$ cat src/zx_pkg.sv
// Shared types, enums and layout constants of the memory and port core
package zx_pkg;

	// ============================================================
	// Store layout
	// ============================================================
	localparam int PAGE_BITS     = 14;	// Offset inside a 16K page
	localparam int RAM_PAGES     = 8;
	localparam int ROM_PAGES     = 4;	// ROM r sits at flat page RAM_PAGES + r
	localparam int FLAT_BITS     = 18;
	localparam int PAGE_IDX_BITS = FLAT_BITS - PAGE_BITS;
	localparam int STORE_BYTES   = (RAM_PAGES + ROM_PAGES) << PAGE_BITS;

	// I/O decode
	localparam logic [7:0] PORT_KEMPSTON = 8'h1F;
	localparam logic [7:0] IO_IDLE_DATA  = 8'hFF;	// Undecoded read
	localparam int KEY_ROWS = 8;
	localparam int KEY_COLS = 5;

	typedef enum logic [1:0] {
		MODEL_48,
		MODEL_128,
		MODEL_PLUS3
	} zx_model_e;

	typedef enum logic [1:0] {
		BUS_IDLE,
		BUS_MEM,	// Store access, retried while the loader writes
		BUS_ACK
	} bus_state_e;

	// ============================================================
	// Bus bundles
	// ============================================================
	typedef struct packed {
		logic        cyc;
		logic        stb;
		logic        we;
		logic        io;	// I/O space when set
		logic [15:0] adr;
		logic [7:0]  dat;
	} wb_req_t;

	typedef struct packed {
		logic       ack;
		logic [7:0] dat;
	} wb_rsp_t;

	typedef struct packed {
		logic                 wr;
		logic [FLAT_BITS-1:0] adr;
		logic [7:0]           dat;
	} ld_req_t;

	typedef struct packed {
		logic        io_wr;	// One-cycle pulses
		logic        mem_rd;
		logic        mem_wr;
		logic [15:0] adr;
		logic [7:0]  dat;
	} bus_cmd_t;

	typedef struct packed {
		zx_model_e  model;
		logic [7:0] reg_7ffd;
		logic [7:0] reg_1ffd;
		logic       locked;
	} page_state_t;

endpackage

$ cat src/zx_io_ports.sv
// ULA port FE output register, keyboard and Kempston read, I/O read value
module zx_io_ports (
	input  logic             clk_sys,
	input  logic             reset,
	input  zx_pkg::bus_cmd_t cmd,
	input  logic [39:0]      key_matrix,
	input  logic             ear_in,
	input  logic [4:0]       joystick,
	output logic [7:0]       io_dat,
	output logic [2:0]       border,
	output logic             ear_out,
	output logic             mic_out
);
	import zx_pkg::*;

	logic [KEY_COLS-1:0] key_bits;

	// Any even port is the ULA
	always_ff @(posedge clk_sys) begin
		if (reset) begin
			border  <= 3'd0;
			ear_out <= 1'b0;
			mic_out <= 1'b0;
		end else if (cmd.io_wr && !cmd.adr[0]) begin
			border  <= cmd.dat[2:0];
			mic_out <= cmd.dat[3];
			ear_out <= cmd.dat[4];
		end
	end

	// Rows selected by low high-address bits, keys active low
	always_comb begin
		key_bits = '1;
		for (int r = 0; r < KEY_ROWS; r++) begin
			if (!cmd.adr[8 + r]) begin
				key_bits = key_bits & key_matrix[r * KEY_COLS +: KEY_COLS];
			end
		end
	end

	always_comb begin
		if (!cmd.adr[0]) begin
			io_dat = {1'b1, ear_in, 1'b1, key_bits};
		end else if (cmd.adr[7:0] == PORT_KEMPSTON) begin
			io_dat = {3'b000, joystick};	// Kempston
		end else begin
			io_dat = IO_IDLE_DATA;
		end
	end

endmodule

$ cat config.mk
export PLATFORM = sky130hd
export DESIGN_NAME = zx_io_ports
export DESIGN_NICKNAME = d
export VERILOG_FILES = /design/src/zx_pkg.sv /design/src/zx_io_ports.sv
export SDC_FILE = /design/constraint.sdc
export NUM_CORES = 1
export LEC_CHECK = 0
export ABC_AREA = 0
export BUFFER_PORTS_ARGS = -buffer_cell sky130_fd_sc_hd__clkbuf_2
export CORE_MARGIN = 3
export CORE_UTILIZATION = 26
export CTS_CLUSTER_DIAMETER = 30
export DETAILED_ROUTE_END_ITERATION = 16
export GPL_TIMING_DRIVEN = 0
export PLACE_DENSITY = 0.8
export SYNTH_ARGS = -nofsm -noshare
export SYNTH_HDL_FRONTEND = slang
export SYNTH_SLANG_ARGS = --single-unit
$ cat constraint.sdc
create_clock -name clk_sys -period 1.3 [get_ports clk_sys]
set_input_delay 0.065 -clock clk_sys [delete_from_list [all_inputs] [get_ports clk_sys]]
set_output_delay 0.065 -clock clk_sys [all_outputs]
set_load 0.05 [all_outputs]
Word level (Yosys, flattened, before mapping)
Index checks and enable logic that the tools add are counted.
{"block": "word_totals", "ff_bits": 5, "input_bits": 75, "out_inout_bits": 13, "wordCells": 23}
{"block": "op_classes", "eq_ne": 1, "muxes": 10, "bitwise": 7, "n_reduce_logical": 2}
{"cell": "5-bit 2-to-1 mux", "n": 8}
{"cell": "5-bit bitwise AND", "n": 7}
{"cell": "8-bit 2-to-1 mux", "n": 2}
{"cell": "8-bit by 5-bit equality test with 1-bit output (second input constant)", "n": 1}
{"cell": "1-bit logical AND", "n": 1}
{"cell": "1-bit zero test", "n": 1}

Depth between registers and ports, before layout
{"block": "logic_depth", "word_depth": 16, "depth_mapped": 4, "depth_no_buf": 3}

Worst setup path after synthesis
Ideal clock, no wire load.
{"block": "synth_path", "kind": "input to output", "from": "input cmd[17] in the netlist's numbering", "to": "output io_dat[1]", "t_arrival_ps": 1397, "required_time_ps": 1235, "path_slack_ps": -162, "path_stages": 3, "path_buffers": 0, "cell_sequence": "o22ai_1 > or4_1 > o22ai_1"}
{"block": "synth_via", "elab_chain_cells": 14}
{"item": "start: declaration", "line": "zx_io_ports.sv:5", "rtl": "input zx_pkg::bus_cmd_t cmd,"}
{"item": "5-bit 2-to-1 mux (*)", "line": "zx_io_ports.sv:35", "rtl": "if (!cmd.adr[8 + r]) begin"}
{"item": "5-bit bitwise AND", "line": "zx_io_ports.sv:36", "rtl": "key_bits = key_bits & key_matrix[r * KEY_COLS +: KEY_COLS];"}
{"item": "5-bit 2-to-1 mux (*)", "line": "zx_io_ports.sv:35"}
{"item": "5-bit bitwise AND", "line": "zx_io_ports.sv:36"}
{"item": "5-bit 2-to-1 mux (*)", "line": "zx_io_ports.sv:35"}
{"item": "5-bit bitwise AND", "line": "zx_io_ports.sv:36"}
{"item": "5-bit 2-to-1 mux (*)", "line": "zx_io_ports.sv:35"}
{"item": "5-bit bitwise AND", "line": "zx_io_ports.sv:36"}
{"item": "5-bit 2-to-1 mux (*)", "line": "zx_io_ports.sv:35"}
{"item": "5-bit bitwise AND", "line": "zx_io_ports.sv:36"}
{"item": "5-bit 2-to-1 mux (*)", "line": "zx_io_ports.sv:35"}
{"item": "5-bit bitwise AND", "line": "zx_io_ports.sv:36"}
{"item": "5-bit 2-to-1 mux (*)", "line": "zx_io_ports.sv:35"}
{"item": "8-bit 2-to-1 mux (*)", "line": "zx_io_ports.sv:42", "rtl": "if (!cmd.adr[0]) begin"}
{"item": "end: declaration", "line": "zx_io_ports.sv:9", "rtl": "output logic [7:0] io_dat,"}
Mark *: on every way between the ends. The rest lies on a longest branch, timed or not.

Final worst setup path
Ends and elaborated chain as after synthesis.

==> impl_metrics.json <==
{
  "outcome": "complete, no violations",
  "power_mw": 0.651,
  "synthSimpleGateAreaFrac_pct": 19.8,
  "antenna_cells": 0,
  "chipHeight_um": 47.0,
  "relSlewSlack_pct": 76.0,
  "dr.pass1.iters": 4,
  "synthTopCellsByArea": "o22ai_1 29%, dfxtp_1 23%, mux2i_1 11%",
  "syn-mean-instance-area_sq_um": 7.80,
  "ys_seq_area_share_pct": 22.9,
  "path_class": "input pin to output port",
  "ys_ff_latch": 5,
  "cts_buffers": 3,
  "io_pins": 88,
  "via_per_inst": 5.31,
  "worst_pin_slew_ns": 0.357,
  "routed_wl_mm": 2.11,
  "area_growth_pct": 112,
  "leakagePower_nw": 0.499,
  "grt-ovfl-total": 0,
  "layout-drive-gt1-share_pct": 63.4,
  "drv_cap": 0,
  "yosys.area.top_type": "o22ai_1",
  "die_w_um": 47.0,
  "placementRows": 14,
  "grt_max_degree": 8,
  "start_util_pct": 28.3,
  "hold_path.class": "input pin to register",
  "clockRootBuffer": "clkbuf_4",
  "grt_pass1_wl_mm": 2.84,
  "antenna_left": 0,
  "synthFlopType": "dfxtp_1",
  "dieArea_sq_um": 2210,
  "ys_async_sr_fraction_pct": 0,
  "core-area_sq_um": 1540,
  "dr_total_vias": 839,
  "fin_nets": 218,
  "postCtsHoldBufs": 0,
  "synth.most_common_cell": "o22ai_1",
  "synth_xor_area_share_pct": 0,
  "ir_drop_mv": 0.618,
  "antenna_found_initial": 0,
  "grt_pass1_vias": 684,
  "postSynthCellCount": 56,
  "fin_util_pct": 60.0,
  "final-max-slew-violation-count": 0,
  "yosys-top-cells-count": "20 x o22ai_1, 6 x nor2_1, 5 x dfxtp_1, 5 x mux2i_1",
  "final.min_clock_period_ns": 1.26,
  "tritoncts": "done",
  "synthAdderAreaFrac_pct": 0,
  "synth-edff-count": 0,
  "rsz0062_at_grt": "false",
  "crit_arrival_ns": 1.19,
  "fmaxAchievable_mhz": 794,
  "ff2ff_setup_slack_ns": 0.68,
  "portBuffers": 82,
  "fillers": 151,
  "htree_levels": 1,
  "cp-end-kind": "output port",
  "finalHoldViolations": 0,
  "synth_nets": 131,
  "setup_viol": 0,
  "synth_top_family_by_area": "compound AO/OA/AOI/OAI gates",
  "power.density_nw_per_um2": 704,
  "cp_max_fo": 5,
  "multi_input_comb_area_sq_um": 334,
  "yosysUniqueCellTypes": 19,
  "clock_sinks": 5,
  "fin_worst_skew_ns": 0,
  "start_kind": "input pin",
  "drcViolationCount": 0,
  "clkTransAtPathRegs_ns": 0.04,
  "post_cts_buffers": 0,
  "insertion_delay_ns": 0.23,
  "drt_iter0_drc": 16,
  "clockBufferDepth": 2,
  "synth_top_area_share_pct": 28.7,
  "synth-compound-area-share_pct": 41.3,
  "synthMuxAreaShare_pct": 11.5,
  "wl_per_cell_um": 13.3,
  "yosysWarnings": 0,
  "fin_crit_sh_pct": 96.8,
  "grtUsageTotal_pct": 17.4,
  "regArea_sq_um": 100,
  "synth_area_sq_um": 437,
  "place.gp.congestion": 0.799,
  "required_ns": 1.24
}
what timing repair did:
action	in CTS	in global routing
pin swaps	0	1
setup endpoints to repair	1	1
resized for setup	2	5
stage by stage:
step / worst slack [ns] / hold slack [ns] / cell area [sq um] / TNS (ns) / std cells
floorplan: 0.0513 / 0.137 / 444 / 0 / 56
global placement: -0.0493 / 0.297 / 875 / -0.0493 / 154
detailed placement: -0.0661 / 0.299 / 875 / -0.0661 / 154
CTS: 0.0125 / 0.0478 / 910 / 0 / 158
global route: 0.00484 / 0.0690 / 925 / 0 / 158
finish: 0.0412 / 0.0539 / 925 / 0 / 158
state kept, by name (all words and copies together), names as in the netlist:
signal / count
border: 3
ear_out: 1
mic_out: 1
power by group:
part	leakage (nW)	internal (mW)	switching [mW]
clock network	0.0150	0.116	0.0619
logic	0.443	0.140	0.167
registers	0.0409	0.161	0.00430
kinds of logic (layout without fill, tap and decap cells):
| family | count (synthesis) | count (layout) |
|---|---|---|
| simple gates | 15 | 15 |
| compound gates | 27 | 27 |
| mux | 5 | 5 |
| buf+inv | 4 | 90 |
| flops | 5 | 5 |
critical path, stage by stage:
cell,delay (ns)
clkbuf_4,0.14
o22ai_1,0.09
or4_4,0.53
o22ai_4,0.19
buf_8,0.16
cell type report:
cell class	count	area share, %
inverters	1	0.406
flip-flops and latches	5	10.8
plain buffers	3	1.89
repair buffers	82	45.7
clock buffers	4	2.84
well taps	16	2.17
multi-input cells	47	36.1
final timing paths:
kind                     startpoint                     end  depth (start not counted)
max reg2reg    mic_out$_SDFFE_PP0P_    mic_out$_SDFFE_PP0P_                          2
max                         cmd[17]               io_dat[1]                          5
min                           reset    ear_out$_SDFFE_PP0P_                          2
min reg2reg  border[1]$_SDFFE_PP0P_  border[1]$_SDFFE_PP0P_                          2
layout by cell type, fill, tap and decap left out:
cell type	count
clkbuf_2	81
o22ai_1	19
nor2_1	6
mux2i_1	5
dfxtp_1	5
clkbuf_4	4
nor4_1	3
o22a_1	3
o21a_1	2
nand4bb_1	1
nand4b_1	1
or2_1	1
inv_1	1
o41ai_1	1
o21ai_0	1
or4_4	1
nor3_1	1
o22ai_4	1
nor2b_1	1
buf_2	1
buf_4	1
clkbuf_1	1
buf_8	1
per-layer routing:
| metal | track usage (%) | routed length, um | vias to the layer above | part of all wire [%] |
|---|---|---|---|---|
| met5 | 0 | 0 | - | 0 |
| met4 | 1.66 | 8 | 0 | 0.38 |
| met3 | 1.92 | 214 | 4 | 10 |
| met2 | 31.2 | 1080 | 50 | 51 |
| met1 | 23.1 | 802 | 376 | 38 |
| li1 | - | - | 409 | - |
Power figures use the tool's default switching activity.
