## config.mk

```make
export PLATFORM = sky130hd
export DESIGN_NAME = zx_bus_ctrl
export DESIGN_NICKNAME = d
export VERILOG_FILES = /design/src/zx_pkg.sv /design/src/zx_bus_ctrl.sv
export SDC_FILE = /design/constraint.sdc
export NUM_CORES = 1
export LEC_CHECK = 0
export ABC_CLOCK_PERIOD_IN_PS = 2500
export BUFFER_PORTS_ARGS = -buffer_cell sky130_fd_sc_hd__clkbuf_2
export CAP_MARGIN = 20
export CELL_PAD_IN_SITES_DETAIL_PLACEMENT = 1
export CELL_PAD_IN_SITES_GLOBAL_PLACEMENT = 1
export CORE_ASPECT_RATIO = 1.1
export CORE_MARGIN = 10
export CORE_UTILIZATION = 33
export DETAILED_ROUTE_END_ITERATION = 10
export PLACE_DENSITY_LB_ADDON = 0.08
export SLEW_MARGIN = 20
export SYNTH_ARGS = -nofsm -noshare
export SYNTH_HDL_FRONTEND = slang
export SYNTH_SLANG_ARGS = --single-unit
export TNS_END_PERCENT = 30
```

## constraint.sdc

```tcl
create_clock -name clk_sys -period 2.5 [get_ports clk_sys]
set_input_delay 0.5 -clock clk_sys [delete_from_list [all_inputs] [get_ports clk_sys]]
set_output_delay 0.5 -clock clk_sys [all_outputs]
set_load 0.1 [all_outputs]
```

## src/zx_pkg.sv

```systemverilog
// Shared types, enums and layout constants of the memory and port core
package zx_pkg;

	// ============================================================
	// Store layout
	// ============================================================
	localparam int PAGE_BITS     = 14;	// Offset inside a 16K page
	localparam int RAM_PAGES     = 8;
	localparam int ROM_PAGES     = 4;	// ROM r sits at flat page RAM_PAGES + r
	localparam int FLAT_BITS     = 18;
	localparam int PAGE_IDX_BITS = FLAT_BITS - PAGE_BITS;
	localparam int STORE_BYTES   = (RAM_PAGES + ROM_PAGES) << PAGE_BITS;

	// I/O decode
	localparam logic [7:0] PORT_KEMPSTON = 8'h1F;
	localparam logic [7:0] IO_IDLE_DATA  = 8'hFF;	// Undecoded read
	localparam int KEY_ROWS = 8;
	localparam int KEY_COLS = 5;

	typedef enum logic [1:0] {
		MODEL_48,
		MODEL_128,
		MODEL_PLUS3
	} zx_model_e;

	typedef enum logic [1:0] {
		BUS_IDLE,
		BUS_MEM,	// Store access, retried while the loader writes
		BUS_ACK
	} bus_state_e;

	// ============================================================
	// Bus bundles
	// ============================================================
	typedef struct packed {
		logic        cyc;
		logic        stb;
		logic        we;
		logic        io;	// I/O space when set
		logic [15:0] adr;
		logic [7:0]  dat;
	} wb_req_t;

	typedef struct packed {
		logic       ack;
		logic [7:0] dat;
	} wb_rsp_t;

	typedef struct packed {
		logic                 wr;
		logic [FLAT_BITS-1:0] adr;
		logic [7:0]           dat;
	} ld_req_t;

	typedef struct packed {
		logic        io_wr;	// One-cycle pulses
		logic        mem_rd;
		logic        mem_wr;
		logic [15:0] adr;
		logic [7:0]  dat;
	} bus_cmd_t;

	typedef struct packed {
		zx_model_e  model;
		logic [7:0] reg_7ffd;
		logic [7:0] reg_1ffd;
		logic       locked;
	} page_state_t;

endpackage

```

## src/zx_bus_ctrl.sv

```systemverilog
// Wishbone classic slave FSM, command pulses and read data select
module zx_bus_ctrl (
	input  logic             clk_sys,
	input  logic             reset,
	input  zx_pkg::wb_req_t  wb_req,
	output zx_pkg::wb_rsp_t  wb_rsp,
	input  logic             ld_busy,
	output zx_pkg::bus_cmd_t cmd,
	input  logic [7:0]       io_dat,
	input  logic [7:0]       mem_dat
);
	import zx_pkg::*;

	bus_state_e  state;
	logic        io_wr_q;
	logic        mem_rd_q;
	logic        mem_wr_q;
	logic        cyc_io;	// Current cycle is I/O space
	logic        ack_q;
	logic [15:0] adr_q;
	logic [7:0]  dat_q;
	logic [7:0]  rsp_dat_q;
	logic        accept;

	// Never take a new cycle while ack is still out
	assign accept = wb_req.cyc && wb_req.stb && !ack_q;

	// ============================================================
	// Control FSM
	// ============================================================
	always_ff @(posedge clk_sys) begin
		if (reset) begin
			state    <= BUS_IDLE;
			io_wr_q  <= 1'b0;
			mem_rd_q <= 1'b0;
			mem_wr_q <= 1'b0;
			cyc_io   <= 1'b0;
			ack_q    <= 1'b0;
		end else begin
			io_wr_q <= 1'b0;	// Pulses by default
			ack_q   <= 1'b0;
			case (state)
				BUS_IDLE: if (accept) begin
					io_wr_q  <= wb_req.io && wb_req.we;
					mem_rd_q <= !wb_req.io && !wb_req.we;
					mem_wr_q <= !wb_req.io && wb_req.we;
					cyc_io   <= wb_req.io;
					state    <= wb_req.io ? BUS_ACK : BUS_MEM;
				end
				BUS_MEM: if (!ld_busy) begin	// Retried while the loader holds the port
					mem_rd_q <= 1'b0;	// Access done, drop the pulses
					mem_wr_q <= 1'b0;
					state    <= BUS_ACK;
				end
				BUS_ACK: begin
					ack_q <= 1'b1;
					state <= BUS_IDLE;
				end
				default: state <= BUS_IDLE;
			endcase
		end
	end

	// Payload
	always_ff @(posedge clk_sys) begin
		if (state == BUS_IDLE && accept) begin
			adr_q <= wb_req.adr;
			dat_q <= wb_req.dat;
		end
		if (state == BUS_ACK) begin
			rsp_dat_q <= cyc_io ? io_dat : mem_dat;
		end
	end

	assign cmd    = '{io_wr: io_wr_q, mem_rd: mem_rd_q, mem_wr: mem_wr_q, adr: adr_q, dat: dat_q};
	assign wb_rsp = '{ack: ack_q, dat: rsp_dat_q};

endmodule

```

**After elaboration in Yosys (flattened, before gate mapping)**

Index checks and enable logic that the tools add are counted.

- Register bits after elaboration: 39
- Bits in latches: 0
- Bits in writable memories: 0
- Bits in read-only memories: 0
- Bits of input ports: 47
- Word-level logic and storage cells: 41
- Memories kept: 0

- Add/subtract/negate cells: 0
- $mul: 0
- Div/mod/pow operators: 0
- Order comparisons: 0
- Equal/unequal tests: 4
- Shift-type cells: 0
- Muxes and demuxes: 11
- Bitwise operators: 2
- Reductions and logical operators: 15

Operators with widths:

| kind | count |
|---|---|
| 2-to-1 mux 8 bit | 1 |
| logical AND 1 bit | 6 |
| 2-to-1 mux 2 bit | 3 |
| 2-to-1 mux 1 bit | 4 |
| != test 2 bit (second input constant) | 2 |
| one-hot mux 1 bit (2 select lines) | 2 |
| one-hot mux 2 bit (2 select lines) | 1 |
| AND reduction 2 bit | 2 |
| zero test 1 bit | 3 |
| AND reduction 3 bit | 1 |
| OR reduction 3 bit | 1 |
| equality test 2 x 1 -> 1 bit (second input constant) | 1 |
| equality test 2 bit (second input constant) | 1 |
| zero test 2 bit | 1 |
| inverter 1 bit | 2 |
| nonzero test 2 bit | 1 |

**Depth between registers and ports, before layout**

- Word-level depth: 4
- Mapped depth: 3
- Mapped depth without buffers: 3

**Worst setup path before layout**

No wires, ideal clock.

- Path type: input port to flip-flop
- Start: input wb_req[26] (netlist name)
- End: register adr_q[0], enable pin
- Setup time: 0.405 ns
- Arrival: 1.671 ns
- Slack: 0.424 ns
- Cell stages on the path: 2
- Path buffers: 0
- Cell sequence: nand4bb_4 nor2_1

- Cells in the longest elaborated chain, start to end: 3

RTL lines:

| element | RTL line | RTL |
|---|---|---|
| from (decl) | zx_bus_ctrl.sv:5 | `input zx_pkg::wb_req_t wb_req,` |
| logical AND 1 bit (2 in a row) | zx_bus_ctrl.sv:26 | `assign accept = wb_req.cyc && wb_req.stb && !ack_q;` |
| logical AND 1 bit | zx_bus_ctrl.sv:66 | `if (state == BUS_IDLE && accept) begin` |
| to (signal assigned) | zx_bus_ctrl.sv:67 | `adr_q <= wb_req.adr;` |
| to (decl) | zx_bus_ctrl.sv:20 | `logic [15:0] adr_q;` |

No other way between the ends.
A chain may end at the register's enable or synchronous reset.

**Worst setup path after layout**

- Start: register rsp_dat_q[6]
- End: output wb_rsp[6] (netlist name)

RTL lines:

| element | RTL line | RTL |
|---|---|---|
| from (decl) | zx_bus_ctrl.sv:22 | `logic [7:0] rsp_dat_q;` |
| from (signal assigned) | zx_bus_ctrl.sv:71 | `rsp_dat_q <= cyc_io ? io_dat : mem_dat;` |
| to (decl) | zx_bus_ctrl.sv:6 | `output zx_pkg::wb_rsp_t wb_rsp,` |

No word-level cell between the ends.

==> flow_metrics.env <==
export IMPL_outcome="completed"
export IMPL_numCtsBuffers=5
export IMPL_place_area_um2=1840
export IMPL_cts_tree="built"
export IMPL_io_pins=83
export IMPL_syn_instance_count=73
export IMPL_ctsHoldBuffers=0
export IMPL_clkSinkCount=39
export IMPL_die_height_um=88.1
export IMPL_grt_pass1_wl_um=5050
export IMPL_leakage_uw=0.000845
export IMPL_hold_violations=0
export IMPL_cp_arrival_ps=1090
export IMPL_layout_nets=205
export IMPL_drc=0
export IMPL_die_x_um=81.9
export IMPL_ys_ff_latch=39
export IMPL_cts_root_buf="clkbuf_8"
export IMPL_syn2layout_area_growth_pct=42.0
export IMPL_drive_gt1_share_pct=64.8
export IMPL_crit_fanout=1
export IMPL_cp_top_family="buffers and inverters"
export IMPL_finalSetupViolCount=0
export IMPL_io_buffers=82
export IMPL_wl_um=3470
export IMPL_ys_types=23
export IMPL_cp_num_buf_inv=1
export IMPL_htree_levels=2
export IMPL_cp_slowest_cell="clkbuf_2"
export IMPL_final_util_pct=49.1
export IMPL_max_clock_path_buffers=2
export IMPL_min_delay_path_depth=1
export IMPL_dp_hpwl_um=2820
export IMPL_antenna_found_initial=0
export IMPL_worst_slack_ps=905
export IMPL_final_min_clock_period_ps=1590
export IMPL_ys_warn_count=0
export IMPL_finalCritPeriodShare_pct=63.8
export IMPL_cp_cell_sequence="clkbuf_2"
export IMPL_max_slew_margin_pct=62.6
export IMPL_rows=24
export IMPL_syn_avg_cell_area_um2=19.0
export IMPL_antenna_left=0
export IMPL_slew_viol_final=0
export IMPL_max_stage_delay_ps=470
export IMPL_grt_max_degree=25
export IMPL_diodes=0
export IMPL_fmax_mhz=627
export IMPL_ir_worst_vdd_mv=0.304
export IMPL_finalInstanceArea_um2=1970
export IMPL_synth_seq_area_share_pct=79.2
export IMPL_endpoint="wb_rsp[6]"
export IMPL_drv_cap=0
export IMPL_hold_ws_ps=389
export IMPL_syn_nets=120
export IMPL_dieArea_um2=7210
export IMPL_critPathCaptureType="output pin"
export IMPL_r2r_slack_ps=1170
export IMPL_postCtsSetupBuffers=0
export IMPL_startpoint="rsp_dat_q[6]$_DFFE_PP_"
export IMPL_first_global_vias=996
export IMPL_critical_path_class="flop to output pin"
export IMPL_p_per_area_nw_per_um2=816
export IMPL_first_pass_iters=3
export IMPL_critPathRequiredTime_ps=2000
export IMPL_dr_first_iter_drc_count=56
export IMPL_synthesis_area_um2=1390
export IMPL_worst_slew_pin_transition_ps=563
export IMPL_rr_endpoint="dat_q[1]$_DFFE_PP_"
export IMPL_start_util_pct=34.5
export IMPL_startpoint_type="flop"
export IMPL_insertion_delay_ps=280
export IMPL_fin_tns_setup_ps=0
export IMPL_rsz0062_at_grt="false"
export IMPL_dp_slack_ps=971
export IMPL_cp_depth=1
export IMPL_core_um2=4020
export IMPL_r2r_cells=3
export IMPL_num_vias=897
export IMPL_cts_resized=0
export IMPL_hp_class="input port to flop"
export IMPL_layout_common_cells="clkbuf_2, edfxtp_1, mux2_2"
export IMPL_fin_skew_ps=4.03
export IMPL_place_gp_congestion=0.814
export IMPL_viasPerCell=4.25
export IMPL_path_clk_slew_ps=80
export IMPL_timing_rr_start="state[0]$_SDFFE_PP0P_"
export IMPL_grt_usage_pct=9.39
export IMPL_final_common_cell="clkbuf_2"
export IMPL_grt_overflow_total=0
export IMPL_wl_per_cell_um=16.5
-- registers in the layout, indices dropped and copies added, names as in the netlist --
signal	flops
rsp_dat_q	8
io_wr_q	1
mem_rd_q	1
state	2
mem_wr_q	1
dat_q	8
adr_q	16
ack_q	1
cyc_io	1
-- kinds of logic after synthesis --
family	synth area share, %
flops	79.2
buf+inv	2.70
mux	6.48
simple gates	8.10
compound gates	3.51
-- power by group --
part | internal (uW) | total, uW | switching, uW
Clock | 399 | 608 | 209
Combinational | 57.5 | 259 | 202
Sequential | 733 | 743 | 10.3
Total | 1190 | 1610 | 421
-- Yosys cell counts --
library cell  count  share of area [%]
a21oi_1           2               0.72
a2bb2oi_1         1               0.63
and2b_2           1               0.63
and4bb_1          1               0.90
buf_4             4                2.2
clkbuf_1          1               0.27
dfxtp_1           7                 10
edfxtp_1         32                 69
inv_1             1               0.27
mux2_2            8                6.5
nand2_1           1               0.27
nand2b_1          1               0.45
nand3b_1          1               0.54
nand4bb_4         1                2.0
nor2_1            1               0.27
nor2b_1           1               0.45
nor2b_2           1               0.63
nor3_1            2               0.72
nor4_1            1               0.45
o21ai_0           1               0.36
o2bb2ai_1         2                1.3
o31ai_1           1               0.54
or4_4             1               0.81
-- per-layer routing --
metal / routed length [um] / global-route usage [%] / vias to the layer above
li1: - / - / 447
met1: 1260 / 9.65 / 399
met2: 1690 / 15.1 / 51
met3: 519 / 5.84 / 0
met4: 0 / 3.72 / 0
met5: 0 / 0 / -
-- worst min-delay path by stage --
| stage | from | to | slack [ps] |
|---|---|---|---|
| CTS | wb_req[8] | adr_q[0]$_DFFE_PP_ | 380 |
| floorplan | mem_rd_q$_SDFFE_PP0P_ | mem_rd_q$_SDFFE_PP0P_ | 430 |
| global placement | mem_rd_q$_SDFFE_PP0P_ | mem_rd_q$_SDFFE_PP0P_ | 450 |
| finish | wb_req[15] | adr_q[7]$_DFFE_PP_ | 390 |
| global route | wb_req[15] | adr_q[7]$_DFFE_PP_ | 370 |
| detailed placement | mem_wr_q$_SDFFE_PP0P_ | mem_wr_q$_SDFFE_PP0P_ | 460 |
-- through the flow --
| stage | power (uW) | std cells |
|---|---|---|
| after floorplan | 953 | 73 |
| after global placement | 1020 | 203 |
| after detailed placement | 1020 | 203 |
| after CTS | 1630 | 211 |
| after global routing | 1670 | 211 |
| final | 1610 | 211 |
-- final cells by class --
| type | count | area, um^2 |
|---|---|---|
| clock buffer | 6 | 72.6 |
| clock inverter | 2 | 60.1 |
| inverter | 1 | 3.75 |
| sequential | 39 | 1100 |
| timing repair buffer | 83 | 418 |
| tap | 52 | 65.1 |
| fill | 445 | 2050 |
| multi-input combinational | 28 | 254 |
Power figures use the tool's default switching activity.
