<file path="src/zx_pkg.sv">
// Shared types, enums and layout constants of the memory and port core
package zx_pkg;

	// ============================================================
	// Store layout
	// ============================================================
	localparam int PAGE_BITS     = 14;	// Offset inside a 16K page
	localparam int RAM_PAGES     = 8;
	localparam int ROM_PAGES     = 4;	// ROM r sits at flat page RAM_PAGES + r
	localparam int FLAT_BITS     = 18;
	localparam int PAGE_IDX_BITS = FLAT_BITS - PAGE_BITS;
	localparam int STORE_BYTES   = (RAM_PAGES + ROM_PAGES) << PAGE_BITS;

	// I/O decode
	localparam logic [7:0] PORT_KEMPSTON = 8'h1F;
	localparam logic [7:0] IO_IDLE_DATA  = 8'hFF;	// Undecoded read
	localparam int KEY_ROWS = 8;
	localparam int KEY_COLS = 5;

	typedef enum logic [1:0] {
		MODEL_48,
		MODEL_128,
		MODEL_PLUS3
	} zx_model_e;

	typedef enum logic [1:0] {
		BUS_IDLE,
		BUS_MEM,	// Store access, retried while the loader writes
		BUS_ACK
	} bus_state_e;

	// ============================================================
	// Bus bundles
	// ============================================================
	typedef struct packed {
		logic        cyc;
		logic        stb;
		logic        we;
		logic        io;	// I/O space when set
		logic [15:0] adr;
		logic [7:0]  dat;
	} wb_req_t;

	typedef struct packed {
		logic       ack;
		logic [7:0] dat;
	} wb_rsp_t;

	typedef struct packed {
		logic                 wr;
		logic [FLAT_BITS-1:0] adr;
		logic [7:0]           dat;
	} ld_req_t;

	typedef struct packed {
		logic        io_wr;	// One-cycle pulses
		logic        mem_rd;
		logic        mem_wr;
		logic [15:0] adr;
		logic [7:0]  dat;
	} bus_cmd_t;

	typedef struct packed {
		zx_model_e  model;
		logic [7:0] reg_7ffd;
		logic [7:0] reg_1ffd;
		logic       locked;
	} page_state_t;

endpackage

</file>
<file path="src/zx_addr_map.sv">
// CPU address to flat page mapping, ROM write protection and loader priority
module zx_addr_map (
	input  zx_pkg::bus_cmd_t              cmd,
	input  zx_pkg::page_state_t           page,
	input  zx_pkg::ld_req_t               ld_req,
	output logic [zx_pkg::FLAT_BITS-1:0]  st_addr,
	output logic                          st_we,
	output logic [7:0]                    st_dat
);
	import zx_pkg::*;

	logic [1:0]               slot;
	logic [1:0]               cfg;
	logic [1:0]               rom_sel;
	logic [2:0]               ram_pg;
	logic                     special;
	logic                     is_rom;
	logic [PAGE_IDX_BITS-1:0] page_idx;

	assign slot    = cmd.adr[15:14];
	assign cfg     = page.reg_1ffd[2:1];
	assign special = (page.model == MODEL_PLUS3) && page.reg_1ffd[0];	// All-RAM modes
	assign is_rom  = !special && (slot == 2'd0);

	// ROM number for slot 0
	always_comb begin
		case (page.model)
			MODEL_128:   rom_sel = {1'b0, page.reg_7ffd[4]};
			MODEL_PLUS3: rom_sel = {page.reg_1ffd[2], page.reg_7ffd[4]};
			default:     rom_sel = 2'd1;	// 48K BASIC
		endcase
	end

	// RAM page per slot
	always_comb begin
		if (special) begin
			case (slot)
				2'd0:    ram_pg = (cfg == 2'd0) ? 3'd0 : 3'd4;
				2'd1:    ram_pg = (cfg == 2'd0) ? 3'd1 : (cfg == 2'd3) ? 3'd7 : 3'd5;
				2'd2:    ram_pg = (cfg == 2'd0) ? 3'd2 : 3'd6;
				default: ram_pg = (cfg == 2'd1) ? 3'd7 : 3'd3;
			endcase
		end else begin
			case (slot)
				2'd1:    ram_pg = 3'd5;
				2'd2:    ram_pg = 3'd2;
				2'd3:    ram_pg = (page.model == MODEL_48) ? 3'd0 : page.reg_7ffd[2:0];
				default: ram_pg = 3'd0;	// Slot 0 is ROM here
			endcase
		end
	end

	assign page_idx = is_rom ? PAGE_IDX_BITS'(RAM_PAGES + rom_sel) : {1'b0, ram_pg};

	// Loader always wins the store port
	always_comb begin
		if (ld_req.wr) begin
			st_addr = ld_req.adr;
			st_we   = 1'b1;
			st_dat  = ld_req.dat;
		end else begin
			st_addr = {page_idx, cmd.adr[PAGE_BITS-1:0]};
			st_we   = cmd.mem_wr && !is_rom;	// ROM is read only
			st_dat  = cmd.dat;
		end
	end

endmodule

</file>
<file path="config.mk">
export PLATFORM = sky130hd
export DESIGN_NAME = zx_addr_map
export DESIGN_NICKNAME = d
export VERILOG_FILES = /design/src/zx_pkg.sv /design/src/zx_addr_map.sv
export SDC_FILE = /design/constraint.sdc
export NUM_CORES = 1
export LEC_CHECK = 0
export BUFFER_PORTS_ARGS = -buffer_cell sky130_fd_sc_hd__clkbuf_2
export CAP_MARGIN = 20
export CELL_PAD_IN_SITES_DETAIL_PLACEMENT = 2
export CELL_PAD_IN_SITES_GLOBAL_PLACEMENT = 2
export CORE_MARGIN = 2
export CORE_UTILIZATION = 10
export DETAILED_ROUTE_END_ITERATION = 7
export PLACE_DENSITY = 0.95
export SLEW_MARGIN = 10
export SYNTH_ARGS = -nofsm -noshare
export SYNTH_HDL_FRONTEND = slang
export SYNTH_SLANG_ARGS = --single-unit
</file>
<file path="constraint.sdc">
create_clock -name vclk -period 1.03
set_input_delay 0.0515 -clock vclk [all_inputs]
set_output_delay 0.0515 -clock vclk [all_outputs]
set_load 0.03 [all_outputs]
</file>
---- Word level (Yosys, flattened, before mapping) ----
Cells that the tools add are included.
word-level totals
  register bits after elaboration ......... 0
  bits in latches ......................... 0
  memory bits (writable) .................. 0
  bits in read-only memories .............. 0
  output and inout port bits .............. 27
  logic and storage cells ................. 30
  memories ................................ 0
cells by class
  add/subtract/negate cells ............... 1
  multipliers ............................. 0
  div/mod/pow operators ................... 0
  order comparisons ....................... 0
  equality and inequality tests ........... 7
  shift-type cells ........................ 0
  mux-type cells .......................... 14
  bitwise gates (word level) .............. 0
  reductions and logical operators ........ 8
operator list
  kind                 number
  $mux 18              1
  $mux 3               6
  $pmux 3 s3           2
  $eq 2x2->1 const B   4
  $mux 8               1
  $eq 2x1->1 const B   3
  $logic_not 2->1      3
  $add 4x2->4 const A  1
  $mux 4               1
  $pmux 2 s2           1
  $logic_and 1x1->1    3
  $logic_not 1->1      2
  $mux 2               1
  $mux 1               1

---- Depth between registers and ports, before layout ----
Gate-level depths: netlist (run 1).
  depth after elaboration ................. 7
  mapped depth ............................ 5
  gate-level depth less buffers ........... 5

---- Worst setup path after synthesis (run 1) ----
No wires, ideal clock.
  path type ............................... input port to output port
  start point ............................. in page[17] (netlist bit)
  end point ............................... out st_addr[14] (netlist bit)
  arrival time ............................ 1.051 ns
  path slack .............................. -0.072 ns
  cell stages on the path ................. 4
  path buffers ............................ 0
  cells stage by stage .................... inv_1 -> ha_1 -> a2111oi_4 -> a221o_1
between the ends
  word-level cells in the longest chain between the ends .. 6
RTL lines
  item                                                                 RTL line           source
  start, declared                                                      zx_addr_map.sv:4   input zx_pkg::page_state_t page,
  parallel branches: the longest is 4 deep, another holds $add 4x2->4  n/a
  $mux 4 (*)                                                           zx_addr_map.sv:53  assign page_idx = is_rom ? PAGE_IDX_BITS'(RAM_PAGES + rom_sel) : {1'b0, ram_pg};
  $mux 18 (*)                                                          zx_addr_map.sv:57  if (ld_req.wr) begin
  end, declared                                                        zx_addr_map.sv:6   output logic [zx_pkg::FLAT_BITS-1:0] st_addr,
Every way passes the cells marked *.

---- Worst setup path in the final report (run 1) ----
  start point ............................. in page[17] (netlist bit)
  end point ............................... out st_addr[17] (netlist bit)
between the ends
  word-level cells in the longest chain between the ends .. 6
RTL lines
  item                                                                 RTL line
  parallel branches: the longest is 4 deep, another holds $add 4x2->4  n/a
  $mux 4 (*)                                                           zx_addr_map.sv:53
  $mux 18 (*)                                                          zx_addr_map.sv:57
Marks and branches as above.

==> impl_metrics.env, run 1 <==
export IMPL_post_route_period_util=1.14
export IMPL_synth_area_um2=494
export IMPL_ant_nets=0
export IMPL_yosysUniqueCellTypes=23
export IMPL_core_um2=4750
export IMPL_relSlewSlack=0.737
export IMPL_synthCells=54
export IMPL_dr_pass1_iters=2
export IMPL_layout_nets=224
export IMPL_yosys_top_cells_area="mux2_2 39%, mux2_1 11%, ha_1 7.6%, a2111oi_4 5.6%, nand2b_1 5.1%"
export IMPL_start_util=0.104
export IMPL_whs_endpoint="st_addr[17]"
export IMPL_ir_drop_mv=0.146
export IMPL_crit_slowest_cell="a2111oi_4"
export IMPL_setup_viol=5
export IMPL_antenna_found_initial=0
export IMPL_worstMarginPinSlew_ns=0.389
export IMPL_rsz0062_at_grt="yes"
export IMPL_whs_ns=0.453
export IMPL_synth_simple_area_share=0.127
export IMPL_yosysTopAreaCell="mux2_2"
export IMPL_row_count=25
export IMPL_die_width_um=74.3
export IMPL_cp_cell_sequence="buf_8 -> inv_6 -> ha_4 -> a2111oi_4 -> buf_4 -> a21o_1 -> buf_8"
export IMPL_violations="negative setup slack"
export IMPL_final_setup_tns_ns=-0.455
export IMPL_muxShareOfSynthArea=0.501
export IMPL_min_path_type="primary input to output pin"
export IMPL_n_clock_buffer=0
export IMPL_final_cell_mix="74 x clkbuf_2, 17 x mux2_2, 6 x buf_2, 6 x buf_4, 5 x mux2_1"
export IMPL_yosysTopAreaCellShare=0.387
export IMPL_hold_violations=0
export IMPL_num_fill_cells=571
export IMPL_max_stage_delay_ns=0.36
export IMPL_synth_adder_area_share=0.0759
export IMPL_dp_hpwl_um=2490
export IMPL_fin_crit_ns=1.17
export IMPL_synth_xor_area_share=0
export IMPL_grt_use_total=0.0908
export IMPL_grt_max_degree=14
export IMPL_multi_input_area_um2=513
export IMPL_min_delay_start="ld_req[25]"
export IMPL_cts_setup_buffers=0
export IMPL_synth_top_family_by_area="multiplexers"
export IMPL_synth_compound_area_frac=0.233
export IMPL_die_area_um2=5520
export IMPL_port_buffers=88
export IMPL_overflow=0
export IMPL_grt_pass1_vias=845
export IMPL_vias=827
export IMPL_crit_family="compound AO/OA/AOI/OAI gates"
export IMPL_status="finished, violations left"
export IMPL_regArea_um2=0
export IMPL_ys_seq_area_frac=0
export IMPL_crit_required_ns=0.98
export IMPL_postPlaceCellArea_um2=1050
export IMPL_drtIter0Drc=4
export IMPL_path_class="primary input to output pin"
export IMPL_ios=100
export IMPL_drive_above_1_share=0.842
export IMPL_syn_area_per_cell_um2=9.15
export IMPL_crit_top_cell="buf_8"
export IMPL_critPathArrivalTime_ns=1.12
export IMPL_design_area_um2=1190
export IMPL_power_density_nw_per_um2=537
export IMPL_syn_to_final_growth_pct=140
export IMPL_layout_commonest_cell="clkbuf_2"
export IMPL_fin_ws_ns=-0.143
export IMPL_yosys_warnings=0
export IMPL_p_leak_nw=0.613
export IMPL_wire_per_inst_um=13.1
export IMPL_syn_nets=130
export IMPL_critPathCaptureType="output pin"
export IMPL_drt_total_wl_um=2790
export IMPL_fin_util=0.249
export IMPL_cp_num_buf_inv=4
export IMPL_seq_cells=0
export IMPL_grt_pass1_wl_um=3950
export IMPL_hold_depth=3
export IMPL_start_kind="primary input"
export IMPL_critPathMaxFanout=5
export IMPL_slew_violations=0
export IMPL_max_cap_violations=0
export IMPL_drcViolationCount=0
export IMPL_diodes=0
export IMPL_die_h_um=74.3
export IMPL_fmax_ghz=0.853
export IMPL_vias_per_cell=3.88
export IMPL_gp_congestion=0.703
[logic make-up (layout without fill, tap and decap cells)]
logic type	count (synthesis)	after routing
buffers and inverters	6	98
adders and majority gates	3	3
muxes	22	22
and+or+nand+nor	11	11
AOI/OAI and AO/OA	12	12
[tightest hold or removal path: cells and delay by family]
family / cells / cell delay (ns)
AOI/OAI and AO/OA: 1 / 0.14
buffers and inverters: 2 / 0.21
[cells in the mapped netlist, drive strengths merged]
master	instances
a21o	1
mux2	22
a22o	1
o2bb2ai	1
o21ai	1
a21boi	1
buf	3
ha	3
a31oi	2
inv	3
o41a	1
a2111oi	1
nand2	2
nor2	3
a221o	1
and3	1
nor4bb	1
nand2b	4
a311oi	1
o211ai	1
[per-layer routing]
layer / vias to the layer above / routed length (um) / global-route usage
li1: 392 / - / -
met1: 396 / 940 / 0.0942
met2: 39 / 1670 / 0.206
met3: 0 / 180 / 0.00271
met4: 0 / 0 / 0
met5: - / 0 / 0
[per-stage QoR]
stage | std cells | worst slack (ns) | power, mW
2_1_floorplan | 54 | 0.0266 | 0.331
3_3_place_gp | 213 | -0.206 | 0.556
5_1_grt | 213 | -0.197 | 0.681
6_report | 213 | -0.143 | 0.636
4_1_cts | 213 | -0.144 | 0.616
3_5_place_dp | 213 | -0.245 | 0.572
[power breakdown]
part / internal (mW) / leakage (nW) / switching (mW)
clock network: 0 / 0 / 0
registers: 0 / 0 / 0
logic: 0.295 / 0.613 / 0.342
total: 0.295 / 0.613 / 0.342
[worst max-delay path by stage]
| stage | from | to | slack [ns] | cells past startpoint |
|---|---|---|---|---|
| after floorplan | page[17] | st_addr[15] | 0.03 | 5 |
| after global placement | page[17] | st_addr[14] | -0.21 | 7 |
| after detailed placement | page[17] | st_addr[14] | -0.24 | 7 |
| after CTS | page[17] | st_addr[17] | -0.14 | 7 |
| after global routing | page[17] | st_addr[17] | -0.20 | 7 |
| final | page[17] | st_addr[17] | -0.14 | 7 |
[what timing repair did]
item | 4_1_cts | 5_1_grt
gates cloned | 0 | 0
setup endpoints to repair | 23 | 11
gates resized for setup | 19 | 23
pin swaps | 6 | 4
hold buffers | 0 | 0
[area by class of cell]
class,count,share of cell area
well taps,67,0.0707
inverters,3,0.0179
repair buffers,95,0.479
multi-input cells,48,0.432
No activity file was read; power rests on OpenSTA's default activity.
==> run 2: changes to the inputs <==
==> constraint.sdc (replaced) <==
create_clock -name vclk -period 1
set_input_delay 0.05 -clock vclk [all_inputs]
set_output_delay 0.05 -clock vclk [all_outputs]
set_load 0.03 [all_outputs]
==> impl_metrics.env, run 2 (synthesis results as in run 1) <==
export IMPL_relSlewSlack=0.761
export IMPL_p_leak_nw=0.633
export IMPL_wire_per_inst_um=13.4
export IMPL_min_delay_start="ld_req[25]"
export IMPL_drtIter0Drc=2
export IMPL_min_path_type="primary input to output pin"
export IMPL_fmax_ghz=0.873
export IMPL_seq_cells=0
export IMPL_regArea_um2=0
export IMPL_total_power_mw=0.681
export IMPL_layout_nets=224
export IMPL_violations="negative setup slack"
export IMPL_core_um2=4750
export IMPL_dp_hpwl_um=2490
export IMPL_fin_crit_ns=1.15
export IMPL_start_util=0.104
export IMPL_grtUsageMet1=0.0974
export IMPL_grt_use_total=0.0919
export IMPL_start_kind="primary input"
export IMPL_die_width_um=74.3
export IMPL_crit_required_ns=0.95
export IMPL_busiest_layer="met2"
export IMPL_status="finished, violations left"
export IMPL_grt_pass1_wl_um=4040
export IMPL_critPathArrivalTime_ns=1.10
export IMPL_grt_pass1_vias=869
export IMPL_dr_pass1_iters=2
export IMPL_critPathCaptureType="output pin"
export IMPL_hold_depth=3
export IMPL_post_route_period_util=1.15
export IMPL_slew_violations=0
export IMPL_power_density_nw_per_um2=556
export IMPL_drive_above_1_share=0.842
export IMPL_grt_use_met2=0.202
export IMPL_die_h_um=74.3
export IMPL_cts_hold_buf=0
export IMPL_vias=828
export IMPL_hold_violations=0
export IMPL_syn_to_final_growth_pct=148
export IMPL_use_met3=0.00813
export IMPL_fin_ws_ns=-0.145
export IMPL_ant_nets=0
export IMPL_n_clock_buffer=0
export IMPL_multi_input_area_um2=512
export IMPL_pre_cts_ws_ns=-0.270
export IMPL_ir_drop_mv=0.140
export IMPL_gp_congestion=0.654
export IMPL_whs_endpoint="st_addr[17]"
export IMPL_overflow=0
export IMPL_port_buffers=88
export IMPL_row_count=25
export IMPL_critPathMaxFanout=3
export IMPL_diodes=0
export IMPL_path_class="primary input to output pin"
export IMPL_final_cell_mix="76 x clkbuf_2, 17 x mux2_2, 5 x mux2_1, 5 x buf_4, 4 x buf_8"
export IMPL_worstMarginPinSlew_ns=0.354
export IMPL_num_fill_cells=572
export IMPL_whs_ns=0.435
export IMPL_max_cap_violations=0
export IMPL_layout_commonest_cell="clkbuf_2"
export IMPL_drt_total_wl_um=2850
export IMPL_antenna_found_initial=0
export IMPL_ios=100
export IMPL_rsz0062_at_grt="yes"
export IMPL_die_area_um2=5520
export IMPL_grt_max_degree=14
export IMPL_final_setup_tns_ns=-0.582
export IMPL_setup_viol=5
export IMPL_drcViolationCount=0
export IMPL_vias_per_cell=3.89
run 2: changes by cell type in the layout (fill, tap and decap cells not counted), moves of 2 or more:
cell / before / now
buf_2: 6 / 2
clkbuf_2: 74 / 76
inv_6: 2 / 0
buf_12: 0 / 2
clkbuf_8: 4 / 2
run 2: what timing repair did:
| action | 4_1_cts | 5_1_grt |
|---|---|---|
| pin swaps | 6 | 5 |
| gates resized for setup | 16 | 21 |
| setup endpoints to repair | 24 | 26 |
| cloned | 1 | 0 |
| endpoints found under the hold margin | 0 | 0 |
| buffers inserted | 0 | 1 |
run 2: layout make-up:
type                            count  area share
Tap cell                           67      0.0684
Inverter                            3      0.0173
Timing Repair Buffer               95       0.497
Multi-Input combinational cell     48       0.417
run 2: how the worst max path moves through the flow:
stage                         from          end  slack (ns)
final                     page[17]  st_addr[15]       -0.15
after global routing      page[17]  st_addr[15]       -0.19
after detailed placement  page[17]  st_addr[17]       -0.27
after global placement    page[17]  st_addr[17]       -0.23
after CTS                 page[17]  st_addr[17]       -0.22
after floorplan           page[18]  st_addr[15]        0.02
run 2: where the power goes:
part / leakage (nW) / switching [mW] / internal, mW / total (mW)
Combinational: 0.633 / 0.357 / 0.325 / 0.681
Clock: 0 / 0 / 0 / 0
Sequential: 0 / 0 / 0 / 0
run 2: critical path, cell delays in order:
cell and delay [ns]:
buf_8 0.11, inv_8 0.05, ha_4 0.14, nand2b_4 0.11, a21boi_2 0.04, o41a_1 0.42, clkbuf_8 0.17
run 2: layer usage:
metal,up-vias,wire length [um],share of wire
li1,394,-,-
met1,385,981,0.34
met5,-,0,0
met4,0,0,0
met2,49,1620,0.57
met3,0,243,0.085
run 2: through the flow:
step / util / std cells / area, um2
4_1_cts: 0.248 / 212 / 1180
6_report: 0.258 / 213 / 1230
5_1_grt: 0.258 / 213 / 1230
3_5_place_dp: 0.224 / 211 / 1070
3_3_place_gp: 0.224 / 211 / 1070
2_1_floorplan: - / 54 / 500
==> run 3: changes to the inputs <==
--- a/config.mk
+++ b/config.mk
@@ -9,6 +9,7 @@
 export CAP_MARGIN = 20
 export CELL_PAD_IN_SITES_DETAIL_PLACEMENT = 2
 export CELL_PAD_IN_SITES_GLOBAL_PLACEMENT = 2
+export CORE_ASPECT_RATIO = 0.5
 export CORE_MARGIN = 2
 export CORE_UTILIZATION = 10
 export DETAILED_ROUTE_END_ITERATION = 7
==> impl_metrics.env, run 3 (synthesis results as in run 1) <==
export IMPL_final_cells=214
export IMPL_post_route_period_util=1.16
export IMPL_place_inst=214
export IMPL_pre_cts_ws_ns=-0.255
export IMPL_grt_use_total=0.0845
export IMPL_core_um2=4840
export IMPL_die_area_um2=5550
export IMPL_whs_ns=0.453
export IMPL_cts_hold_buf=0
export IMPL_hold_violations=0
export IMPL_drive_above_1_share=0.854
export IMPL_grt_use_met2=0.224
export IMPL_antenna_found_initial=0
export IMPL_fin_ws_ns=-0.156
export IMPL_n_clock_buffer=0
export IMPL_start_kind="primary input"
export IMPL_wire_per_inst_um=12.8
export IMPL_rsz0062_at_grt="yes"
export IMPL_regArea_um2=0
export IMPL_layout_nets=222
export IMPL_fin_crit_ns=1.16
export IMPL_min_path_type="primary input to output pin"
export IMPL_seq_cells=0
export IMPL_start_util=0.102
export IMPL_dr_pass1_iters=3
export IMPL_setup_viol=5
export IMPL_overflow=0
export IMPL_fmax_ghz=0.865
export IMPL_vias=832
export IMPL_max_cap_violations=0
export IMPL_layout_commonest_cell="clkbuf_2"
export IMPL_ios=100
export IMPL_path_class="primary input to output pin"
export IMPL_relSlewSlack=0.795
export IMPL_grtUsageMet1=0.0640
export IMPL_die_h_um=53.7
export IMPL_violations="negative setup slack"
export IMPL_startpoint="page[17]"
export IMPL_status="finished, violations left"
export IMPL_fin_util=0.251
export IMPL_critPathArrivalTime_ns=1.11
export IMPL_gp_congestion=0.685
export IMPL_crit_required_ns=0.95
export IMPL_power_density_nw_per_um2=556
export IMPL_dp_hpwl_um=2490
export IMPL_die_width_um=103
export IMPL_critPathMaxFanout=5
export IMPL_slew_violations=0
export IMPL_cts_setup_buffers=0
export IMPL_crit_slowest_cell="a2111oi_4"
export IMPL_syn_to_final_growth_pct=146
export IMPL_use_met3=0.00909
export IMPL_drtIter0Drc=13
export IMPL_grt_max_degree=18
export IMPL_cp_cell_sequence="clkbuf_16 -> inv_6 -> ha_4 -> a2111oi_4 -> buf_4 -> a21o_1 -> buf_8"
export IMPL_grt_pass1_vias=887
export IMPL_grt_pass1_wl_um=3680
export IMPL_p_leak_nw=0.619
export IMPL_min_delay_start="ld_req[25]"
export IMPL_diodes=0
export IMPL_max_stage_delay_ns=0.32
export IMPL_ir_drop_mv=0.116
export IMPL_cp_num_buf_inv=4
export IMPL_vias_per_cell=3.89
export IMPL_row_count=18
export IMPL_busiest_layer="met2"
export IMPL_crit_family="buffers and inverters"
export IMPL_final_setup_tns_ns=-0.559
export IMPL_drcViolationCount=0
export IMPL_final_cell_mix="76 x clkbuf_2, 17 x mux2_2, 5 x mux2_1"
export IMPL_worstMarginPinSlew_ns=0.303
export IMPL_drt_total_wl_um=2740
export IMPL_ant_nets=0
export IMPL_port_buffers=88
export IMPL_critPathCaptureType="output pin"
[run 3: cell types whose count changed in the layout (fill, tap and decap cells not counted), sizes merged]
cell	change
buf	-2
[run 3: final cells by class]
class / count / area, um2
fillers: 570 / 3630
repair buffers: 93 / 587
multi-input cells: 48 / 523
well taps: 70 / 87.6
inverters: 3 / 18.8
[run 3: what timing repair did]
| action | CTS | global route |
|---|---|---|
| endpoints found under the setup margin | 27 | 27 |
| resized for setup | 24 | 13 |
| pin swaps | 9 | 7 |
| cloned | 0 | 0 |
[run 3: final timing paths]
path / end / slack, ns / cells past startpoint
max: st_addr[17] / -0.16 / 7
min: st_addr[17] / 0.45 / 3
[run 3: stage by stage]
stage,area (um2),total power [mW]
final,1220,0.676
after global routing,1220,0.722
after CTS,1190,0.667
after detailed placement,1070,0.603
after global placement,1070,0.581
after floorplan,500,0.342
[run 3: per-layer routing]
layer,wire length (um),up-vias
li1,-,391
met1,819,386
met2,1640,53
met3,258,2
met4,18,0
met5,0,-
[run 3: where the power goes]
part | switching (mW) | leakage [nW] | internal (mW)
Combinational | 0.359 | 0.619 | 0.317
Clock | 0 | 0 | 0
Sequential | 0 | 0 | 0
Total | 0.359 | 0.619 | 0.317
